--- config.mk ---
export PLATFORM = sky130hd
export DESIGN_NAME = execute_top
export DESIGN_NICKNAME = d
export VERILOG_FILES = /design/src/common/alu_pkg.sv /design/src/common/pipe_pkg.sv /design/src/logic/alu_decoder.sv /design/src/logic/alu.sv /design/src/logic/forward_unit.sv /design/src/execute/exec_stage.sv /design/src/execute/execute_top.sv
export VERILOG_INCLUDE_DIRS = /design/src /design/src/common
export SDC_FILE = /design/constraint.sdc
export NUM_CORES = 1
export LEC_CHECK = 0
export ABC_AREA = 1
export BUFFER_PORTS_ARGS = -buffer_cell sky130_fd_sc_hd__buf_4
export CORE_MARGIN = 1
export CORE_UTILIZATION = 45
export CTS_CLUSTER_DIAMETER = 150
export DETAILED_ROUTE_END_ITERATION = 10
export PLACE_DENSITY_LB_ADDON = 0.15
export RECOVER_POWER = 50
export REMOVE_ABC_BUFFERS = 1
export SLEW_MARGIN = 10
export SYNTH_ARGS = -nofsm -noshare
export SYNTH_HDL_FRONTEND = slang
export SYNTH_SLANG_ARGS = --single-unit
export TNS_END_PERCENT = 1
--- constraint.sdc ---
create_clock -name clk -period 8.7 [get_ports clk]
set_input_delay 0.87 -clock clk [delete_from_list [all_inputs] [get_ports clk]]
set_output_delay 0.87 -clock clk [all_outputs]
set_load 0.05 [all_outputs]
--- src/common/cpu_defs.svh ---
`ifndef CPU_DEFS_SVH
`define CPU_DEFS_SVH

// Data path width
`define REG_SIZE 32

// Program counter width
`define ADDR_SIZE 32

// Register file index width, 32 registers
`define REG_ADDR 5

`endif

--- src/common/alu_pkg.sv ---
package alu_pkg;

    typedef enum logic [3:0] {
        ADD  = 4'd0,  // Signed add, flags overflow
        ADDU = 4'd1,  // Add without overflow
        SUB  = 4'd2,  // Signed subtract, flags overflow
        SUBU = 4'd3,  // Also used for branch compare
        AND  = 4'd4,
        OR   = 4'd5,
        XOR  = 4'd6,
        NOR  = 4'd7,
        SLT  = 4'd8,  // Signed less than
        SLTU = 4'd9,  // Unsigned less than
        SLL  = 4'd10, // Shift amount from operand 1
        SRL  = 4'd11, // Logical, zero fill
        LUI  = 4'd12  // Immediate into upper half
    } aluop_t;

    localparam logic [5:0] OP_RTYPE = 6'h00; // Operation in funct
    localparam logic [5:0] OP_BEQ   = 6'h04;
    localparam logic [5:0] OP_BNE   = 6'h05;
    localparam logic [5:0] OP_ADDI  = 6'h08;
    localparam logic [5:0] OP_ADDIU = 6'h09;
    localparam logic [5:0] OP_SLTI  = 6'h0a;
    localparam logic [5:0] OP_ANDI  = 6'h0c;
    localparam logic [5:0] OP_ORI   = 6'h0d;
    localparam logic [5:0] OP_XORI  = 6'h0e;
    localparam logic [5:0] OP_LUI   = 6'h0f;
    localparam logic [5:0] OP_LW    = 6'h23;
    localparam logic [5:0] OP_SW    = 6'h2b;

    localparam logic [5:0] FN_SLL  = 6'h00;
    localparam logic [5:0] FN_SRL  = 6'h02;
    localparam logic [5:0] FN_ADD  = 6'h20;
    localparam logic [5:0] FN_ADDU = 6'h21;
    localparam logic [5:0] FN_SUB  = 6'h22;
    localparam logic [5:0] FN_SUBU = 6'h23;
    localparam logic [5:0] FN_AND  = 6'h24;
    localparam logic [5:0] FN_OR   = 6'h25;
    localparam logic [5:0] FN_XOR  = 6'h26;
    localparam logic [5:0] FN_NOR  = 6'h27;
    localparam logic [5:0] FN_SLT  = 6'h2a;
    localparam logic [5:0] FN_SLTU = 6'h2b;

endpackage

--- src/common/pipe_pkg.sv ---
`include "cpu_defs.svh"

package pipe_pkg;

    // Operand source picked by the forwarding unit
    typedef enum logic [1:0] {
        FWD_REG = 2'd0, // Value read in decode
        FWD_MEM = 2'd1, // Result now in memory stage
        FWD_WB  = 2'd2  // Value being written back
    } fwd_sel_t;

    // Decode to execute
    typedef struct packed {
        logic [5:0]            opcode;
        logic [5:0]            funct;
        logic [`REG_ADDR-1:0]  rs;         // Source for operand 1
        logic [`REG_ADDR-1:0]  rt;         // Source for operand 2 and store data
        logic [`REG_ADDR-1:0]  dst_reg;
        logic [`REG_SIZE-1:0]  reg1_data;  // Register file read of rs
        logic [`REG_SIZE-1:0]  reg2_data;  // Register file read of rt
        logic [`REG_SIZE-1:0]  imm;        // Already sign or zero extended
        logic [`ADDR_SIZE-1:0] old_pc;
        logic                  alusrc_imm; // Operand 2 is imm
        logic                  regwrite;
        logic                  mem_read;
        logic                  mem_write;
        logic                  is_byte;
        logic                  memtoreg;   // Writeback takes load data
        logic                  is_branch;
    } id_ex_t;

    // Execute to memory
    typedef struct packed {
        logic [`REG_SIZE-1:0]  alu_result;
        logic [`REG_SIZE-1:0]  data_store; // Forwarded rt value
        logic [`ADDR_SIZE-1:0] pc_branch;  // Taken branch target
        logic                  zero;
        logic                  overflow;   // Reported only
        logic [`REG_ADDR-1:0]  dst_reg;
        logic                  regwrite;
        logic                  mem_read;
        logic                  mem_write;
        logic                  is_byte;
        logic                  memtoreg;
        logic                  is_branch;
    } ex_mem_t;

    // Writeback value seen by the forwarding path
    typedef struct packed {
        logic                 regwrite;
        logic [`REG_ADDR-1:0] dst_reg;
        logic [`REG_SIZE-1:0] data;
    } wb_fwd_t;

endpackage

--- src/logic/alu_decoder.sv ---
module alu_decoder
    import alu_pkg::*;
(
    input  logic [5:0] opcode,
    input  logic [5:0] funct,
    output aluop_t     aluop
);

    always_comb begin
        aluop = ADDU; // Fallback for unknown codes
        case (opcode)
            OP_RTYPE: begin
                case (funct) // R-type takes op from funct
                    FN_ADD:  aluop = ADD;
                    FN_ADDU: aluop = ADDU;
                    FN_SUB:  aluop = SUB;
                    FN_SUBU: aluop = SUBU;
                    FN_AND:  aluop = AND;
                    FN_OR:   aluop = OR;
                    FN_XOR:  aluop = XOR;
                    FN_NOR:  aluop = NOR;
                    FN_SLT:  aluop = SLT;
                    FN_SLTU: aluop = SLTU;
                    FN_SLL:  aluop = SLL;
                    FN_SRL:  aluop = SRL;
                    default: aluop = ADDU;
                endcase
            end
            OP_ADDI:  aluop = ADD;  // Trapping add
            OP_ADDIU: aluop = ADDU;
            OP_SLTI:  aluop = SLT;
            OP_ANDI:  aluop = AND;
            OP_ORI:   aluop = OR;
            OP_XORI:  aluop = XOR;
            OP_LUI:   aluop = LUI;
            OP_LW,
            OP_SW:    aluop = ADDU; // Base plus offset
            OP_BEQ,
            OP_BNE:   aluop = SUBU; // Compare through zero flag
            default:  aluop = ADDU;
        endcase
    end

endmodule

--- src/logic/alu.sv ---
`include "cpu_defs.svh"

module alu
    import alu_pkg::*;
(
    input  aluop_t               aluop,
    input  logic [`REG_SIZE-1:0] src1,
    input  logic [`REG_SIZE-1:0] src2,
    output logic [`REG_SIZE-1:0] result,
    output logic                 zero,
    output logic                 overflow
);

    localparam int MSB = `REG_SIZE - 1;

    logic [`REG_SIZE-1:0] sum;     // Shared by ADD and ADDU
    logic [`REG_SIZE-1:0] diff;    // Shared by SUB, SUBU and branches
    logic                 add_ovf; // Signed overflow of sum
    logic                 sub_ovf; // Signed overflow of diff
    logic                 lt_s;
    logic                 lt_u;
    logic [4:0]           shamt;

    assign sum   = src1 + src2;
    assign diff  = src1 - src2;
    assign shamt = src1[4:0]; // Only low five bits count

    // Same signs in, different sign out
    assign add_ovf = (src1[MSB] == src2[MSB]) && (sum[MSB] != src1[MSB]);
    // Opposite signs in, result sign flips from src1
    assign sub_ovf = (src1[MSB] != src2[MSB]) && (diff[MSB] != src1[MSB]);

    assign lt_s = $signed(src1) < $signed(src2);
    assign lt_u = src1 < src2;

    always_comb begin
        result = sum;
        case (aluop)
            ADD, ADDU: result = sum;
            SUB, SUBU: result = diff;
            AND:       result = src1 & src2;
            OR:        result = src1 | src2;
            XOR:       result = src1 ^ src2;
            NOR:       result = ~(src1 | src2);
            SLT:       result = {{(`REG_SIZE-1){1'b0}}, lt_s};
            SLTU:      result = {{(`REG_SIZE-1){1'b0}}, lt_u};
            SLL:       result = src2 << shamt;
            SRL:       result = src2 >> shamt; // Logical shift
            LUI:       result = {src2[15:0], 16'h0000};
            default:   result = sum;
        endcase
    end

    assign zero = (result == '0);

    // Only the trapping forms report overflow
    assign overflow = ((aluop == ADD) && add_ovf) || ((aluop == SUB) && sub_ovf);

endmodule

--- src/logic/forward_unit.sv ---
`include "cpu_defs.svh"

module forward_unit
    import pipe_pkg::*;
(
    input  logic [`REG_ADDR-1:0] rs,
    input  logic [`REG_ADDR-1:0] rt,
    input  ex_mem_t              ex_mem,
    input  wb_fwd_t              wb_fwd,
    output fwd_sel_t             fwd_src1,
    output fwd_sel_t             fwd_src2
);

    // Writer targets this source; r0 is hardwired so never matches
    function automatic logic hit(
        input logic                 we,
        input logic [`REG_ADDR-1:0] dst,
        input logic [`REG_ADDR-1:0] src
    );
        return we && (dst != '0) && (dst == src);
    endfunction

    logic mem_hit1; // Memory stage writes rs
    logic mem_hit2; // Memory stage writes rt
    logic wb_hit1;
    logic wb_hit2;

    assign mem_hit1 = hit(ex_mem.regwrite, ex_mem.dst_reg, rs);
    assign mem_hit2 = hit(ex_mem.regwrite, ex_mem.dst_reg, rt);
    assign wb_hit1  = hit(wb_fwd.regwrite, wb_fwd.dst_reg, rs);
    assign wb_hit2  = hit(wb_fwd.regwrite, wb_fwd.dst_reg, rt);

    // Newer value from memory wins over writeback
    always_comb begin
        fwd_src1 = mem_hit1 ? FWD_MEM : (wb_hit1 ? FWD_WB : FWD_REG);
        fwd_src2 = mem_hit2 ? FWD_MEM : (wb_hit2 ? FWD_WB : FWD_REG);
    end

endmodule

--- src/execute/exec_stage.sv ---
`include "cpu_defs.svh"

module exec_stage
    import alu_pkg::*;
    import pipe_pkg::*;
(
    input  logic                 clk,
    input  logic                 reset,
    input  logic                 advance, // Stage enable, low while stalled
    input  id_ex_t               id_ex,
    input  fwd_sel_t             fwd_src1,
    input  fwd_sel_t             fwd_src2,
    input  logic [`REG_SIZE-1:0] wb_data, // Value being written back
    output ex_mem_t              ex_mem
);

    aluop_t               aluop;
    logic [`REG_SIZE-1:0] rs_val;     // Forwarded rs
    logic [`REG_SIZE-1:0] rt_val;     // Forwarded rt
    logic [`REG_SIZE-1:0] operand2;
    logic [`REG_SIZE-1:0] alu_out;
    logic                 alu_zero;
    logic                 alu_ovf;
    logic [`ADDR_SIZE-1:0] target;
    ex_mem_t              ex_mem_next;

    // Forward muxes, memory value is our own registered result
    always_comb begin
        case (fwd_src1)
            FWD_MEM: rs_val = ex_mem.alu_result;
            FWD_WB:  rs_val = wb_data;
            default: rs_val = id_ex.reg1_data;
        endcase
        case (fwd_src2)
            FWD_MEM: rt_val = ex_mem.alu_result;
            FWD_WB:  rt_val = wb_data;
            default: rt_val = id_ex.reg2_data;
        endcase
    end

    assign operand2 = id_ex.alusrc_imm ? id_ex.imm : rt_val;

    // Word offset to byte offset
    assign target = id_ex.old_pc + {id_ex.imm[`ADDR_SIZE-3:0], 2'b00};

    alu_decoder u_alu_decoder (
        .opcode (id_ex.opcode),
        .funct  (id_ex.funct),
        .aluop  (aluop)
    );

    alu u_alu (
        .aluop    (aluop),
        .src1     (rs_val),
        .src2     (operand2),
        .result   (alu_out),
        .zero     (alu_zero),
        .overflow (alu_ovf)
    );

    always_comb begin
        ex_mem_next.alu_result = alu_out;
        ex_mem_next.data_store = rt_val; // Not operand2, stores use imm there
        ex_mem_next.pc_branch  = target;
        ex_mem_next.zero       = alu_zero;
        ex_mem_next.overflow   = alu_ovf;
        ex_mem_next.dst_reg    = id_ex.dst_reg;
        ex_mem_next.regwrite   = id_ex.regwrite;
        ex_mem_next.mem_read   = id_ex.mem_read;
        ex_mem_next.mem_write  = id_ex.mem_write;
        ex_mem_next.is_byte    = id_ex.is_byte;
        ex_mem_next.memtoreg   = id_ex.memtoreg;
        ex_mem_next.is_branch  = id_ex.is_branch;
    end

    always_ff @(posedge clk) begin
        if (reset) begin
            ex_mem <= '0;           // Bubble, all controls inactive
        end else if (advance) begin
            ex_mem <= ex_mem_next;
        end                         // Otherwise hold during stall
    end

endmodule

--- src/execute/execute_top.sv ---
module execute_top
    import pipe_pkg::*;
(
    input  logic    clk,
    input  logic    reset,
    input  logic    advance, // From hazard logic
    input  id_ex_t  id_ex,
    input  wb_fwd_t wb_fwd,
    output ex_mem_t ex_mem
);

    fwd_sel_t fwd_src1;
    fwd_sel_t fwd_src2;

    // Compares against the instruction now sitting in memory stage
    forward_unit u_forward_unit (
        .rs       (id_ex.rs),
        .rt       (id_ex.rt),
        .ex_mem   (ex_mem),
        .wb_fwd   (wb_fwd),
        .fwd_src1 (fwd_src1),
        .fwd_src2 (fwd_src2)
    );

    exec_stage u_exec_stage (
        .clk      (clk),
        .reset    (reset),
        .advance  (advance),
        .id_ex    (id_ex),
        .fwd_src1 (fwd_src1),
        .fwd_src2 (fwd_src2),
        .wb_data  (wb_fwd.data),
        .ex_mem   (ex_mem)
    );

endmodule

==> impl_metrics.toml <==
[clock_network]
path_clk_slew_ps = 80
cts_resized = 0
cts_max_level = 3
cts_root_buf = "clkbuf_16"
cts_setup_buffers = 0
numCtsBuffers = 9
cts_tree = "built"
cts.sinks = 109
cts.hold.buffers_added = 0
clock_latency_ps = 380
cts_buffer_depth = 2

[timing]
tns_ps = 0
fmax_mhz = 146.5
relSlewSlack_pct = 13.40
finalClockSkew_ps = 8.804
timing.hold.ws_ps = 478.2
tightest_slew_ps = 1266
min_period_over_period_pct = 78.44
finalHoldViolations = 0
drv_slew = 0
rsz0062_at_grt = "no"
setup_violations = 0
layout_min_cycle_time_ps = 6825

[floorplanning]
num_rows = 70
start_util_pct = 45.61
die_area_um2 = 37790
io-pin-count = 312
die_h_um = 194.4
die_x_um = 194.4
core-area_um2 = 36520

[layout]
final_cell_mix = "nand2_1 (602), nand3_1 (581), nor2_1 (322)"
synthToLayoutAreaGrowth_pct = 14.06
final_common_cell = "nand2_1"
multi_input_area_um2 = 12630
fill_cells = 3942
drive_gt1_share_pct = 11.07
largest_register = "u_exec_stage.ex_mem"
final_core_util_pct = 52.02
seq_area_um2 = 2182
top_regs = "u_exec_stage.ex_mem x109"
layout.nets = 3474
largest_register_ffs = 109

[worst_setup_path]
path_buf_inv = 3
crit_type = "primary input to flop"
timing.rr.end = "u_exec_stage.ex_mem[12]"
slowest_stage = "a2111oi_0"
ff2ff_setup_slack_ps = 1900
cp_max_fo = 35
endpoint_kind = "flop"
rr_worst_depth = 32
path_delay_family = "compound AO/OA/AOI/OAI gates"
crit_top_cell = "nand2_1"
crit_required_ps = 8940
max_stage_delay_ps = 1010
critPathArrivalTime_ps = 7070
r2r_start = "u_exec_stage.ex_mem[8]"
worstSetupStartpointType = "primary input"

[yosys]
yosysSeqAreaShare_pct = 13.10
avgSynthCellArea_um2 = 5.641
synth_cells = 2953
ys_seq_elements = 109
syn_area_um2 = 16660
yosys_warnings = 0
synth.distinct_cells = 57

[job]
drv_cap = 0

[routing]
firstDrtPassIters = 7
routedWlPerCell_um = 24.20
drtIter0Drc = 3021
post-route-drc-count = 0
ant_nets = 0
vias = 22480
routed_wl_um = 87420
vias_per_cell = 6.223

[power]
combPwrFrac_pct = 57.1
ir_drop_mv = 0.1096
p_seq_share_pct = 23.9
intPower_mw = 1.179
power.leakage_nw = 9.532
swShare_pct = 51.81
p_per_area_nw_per_um2 = 128.7
p_total_mw = 2.446
switching_power_mw = 1.267
power_frac_clock_pct = 19.0

[grt]
grt_overflow = 0
grt_pass1_vias = 20900
grt_usage_pct = 44.96
grt_pass1_wl_um = 129100
grt_max_degree = 76
antenna_found_initial = 3

[worst_hold_path]
min_path_type = "flop to flop"
hp-start = "u_exec_stage.ex_mem[11]"
holdPathEnd = "u_exec_stage.ex_mem[11]"
hold_depth = 2

[placed_design]
dp_hpwl_um = 69750
gp_congestion = 1.104
numPortBuffers = 311

[run_status]
status = "finished clean"
-- cell families (layout without fill, tap and decap cells) --
group / count (synthesis) / after routing / share of synthesized area (%)
AOI/OAI and AO/OA: 555 / 555 / 19.09
adders and majority gates: 132 / 132 / 10.05
xor gates and xnor gates: 48 / 48 / 2.524
DFF: 109 / 109 / 13.10
and+or+nand+nor: 1640 / 1640 / 43.96
buffers and inverters: 469 / 660 / 11.27
other: 0 / 1 / 0
-- through the flow --
step | setup slack, ps | instances | instance area, µm²
global placement | 1979 | 3596 | 19090
CTS | 2237 | 3612 | 19410
detailed placement | 1944 | 3596 | 19090
global route | 1574 | 3612 | 19000
floorplan | 675.1 | 2789 | 15930
finish | 1875 | 3613 | 19000
-- metal layers --
metal / GRT usage [%] / share of wire, % / wire length, µm / up-vias
met5: 0 / 0 / 0 / -
met4: 30.72 / 7.8 / 6805 / 0
met3: 8.520 / 11 / 9344 / 294
met2: 71.48 / 44 / 38180 / 1553
met1: 55.00 / 38 / 33090 / 10350
li1: - / - / - / 10290
-- power groups by stage --
stage	clock (mW)	combinational, mW	sequential, mW
2_1_floorplan	0	0.729	0.739
3_3_place_gp	0	1.37	0.594
3_5_place_dp	0	1.38	0.595
4_1_cts	0.465	1.39	0.584
5_1_grt	0.484	1.49	0.589
6_report	0.465	1.40	0.585
-- worst reg2reg max path, delay by kind of cell, from the launching register on --
kind            cells  cell delay (ps)
simple gates       16             2670
buf+inv             8             1830
compound gates      7             1410
fa+ha+maj           1              400
flops               1              390
-- cell type report --
class	instances	area share, %
inverter	305	6.052
tap	468	3.082
timing repair buffer	339	11.24
clock inverter	6	0.4017
sequential	109	11.48
clock buffer	10	1.258
antenna	1	0.01317
multi-input combinational	2375	66.47
-- how the worst max path moves through the flow --
stage                                      start                 endpoint  cells after the start
after global routing                  id_ex[146]  u_exec_stage.ex_mem[12]                     29
after floorplan                       id_ex[145]  u_exec_stage.ex_mem[12]                     25
final                                 id_ex[146]  u_exec_stage.ex_mem[12]                     27
after CTS                 u_exec_stage.ex_mem[8]  u_exec_stage.ex_mem[12]                     32
after global placement                id_ex[146]  u_exec_stage.ex_mem[12]                     32
after detailed placement              id_ex[146]  u_exec_stage.ex_mem[12]                     27
-- Yosys cell counts (all sizes together) --
cell / n / area share, %
ha: 129 / 9.7
a221oi: 15 / 0.83
a31oi: 8 / 0.30
clkbuf: 100 / 2.3
nand4: 34 / 1.3
o21bai: 6 / 0.27
a21oi: 202 / 6.1
a41oi: 4 / 0.21
nand3b: 9 / 0.43
nor3b: 1 / 0.045
o22ai: 11 / 0.41
xnor2: 19 / 1.0
fa: 3 / 0.36
o311ai: 1 / 0.053
a2bb2oi: 1 / 0.053
nor2: 325 / 7.4
o21ai: 224 / 6.7
o31ai: 4 / 0.18
o2111ai: 1 / 0.053
xor2: 29 / 1.5
nor4: 7 / 0.26
buf: 64 / 2.1
a211oi: 2 / 0.090
nor3: 16 / 0.54
a211o: 1 / 0.053
a22oi: 4 / 0.18
a2111oi: 1 / 0.053
o221a: 15 / 1.0
a21boi: 10 / 0.45
or2: 39 / 1.5
o211ai: 24 / 1.1
o221ai: 5 / 0.26
nand2: 608 / 14
a21o: 11 / 0.50
inv: 301 / 6.8
clkinv: 4 / 0.12
o21a: 5 / 0.23
nand3: 601 / 19
dfxtp: 109 / 13
Power figures use the tool's default switching activity.
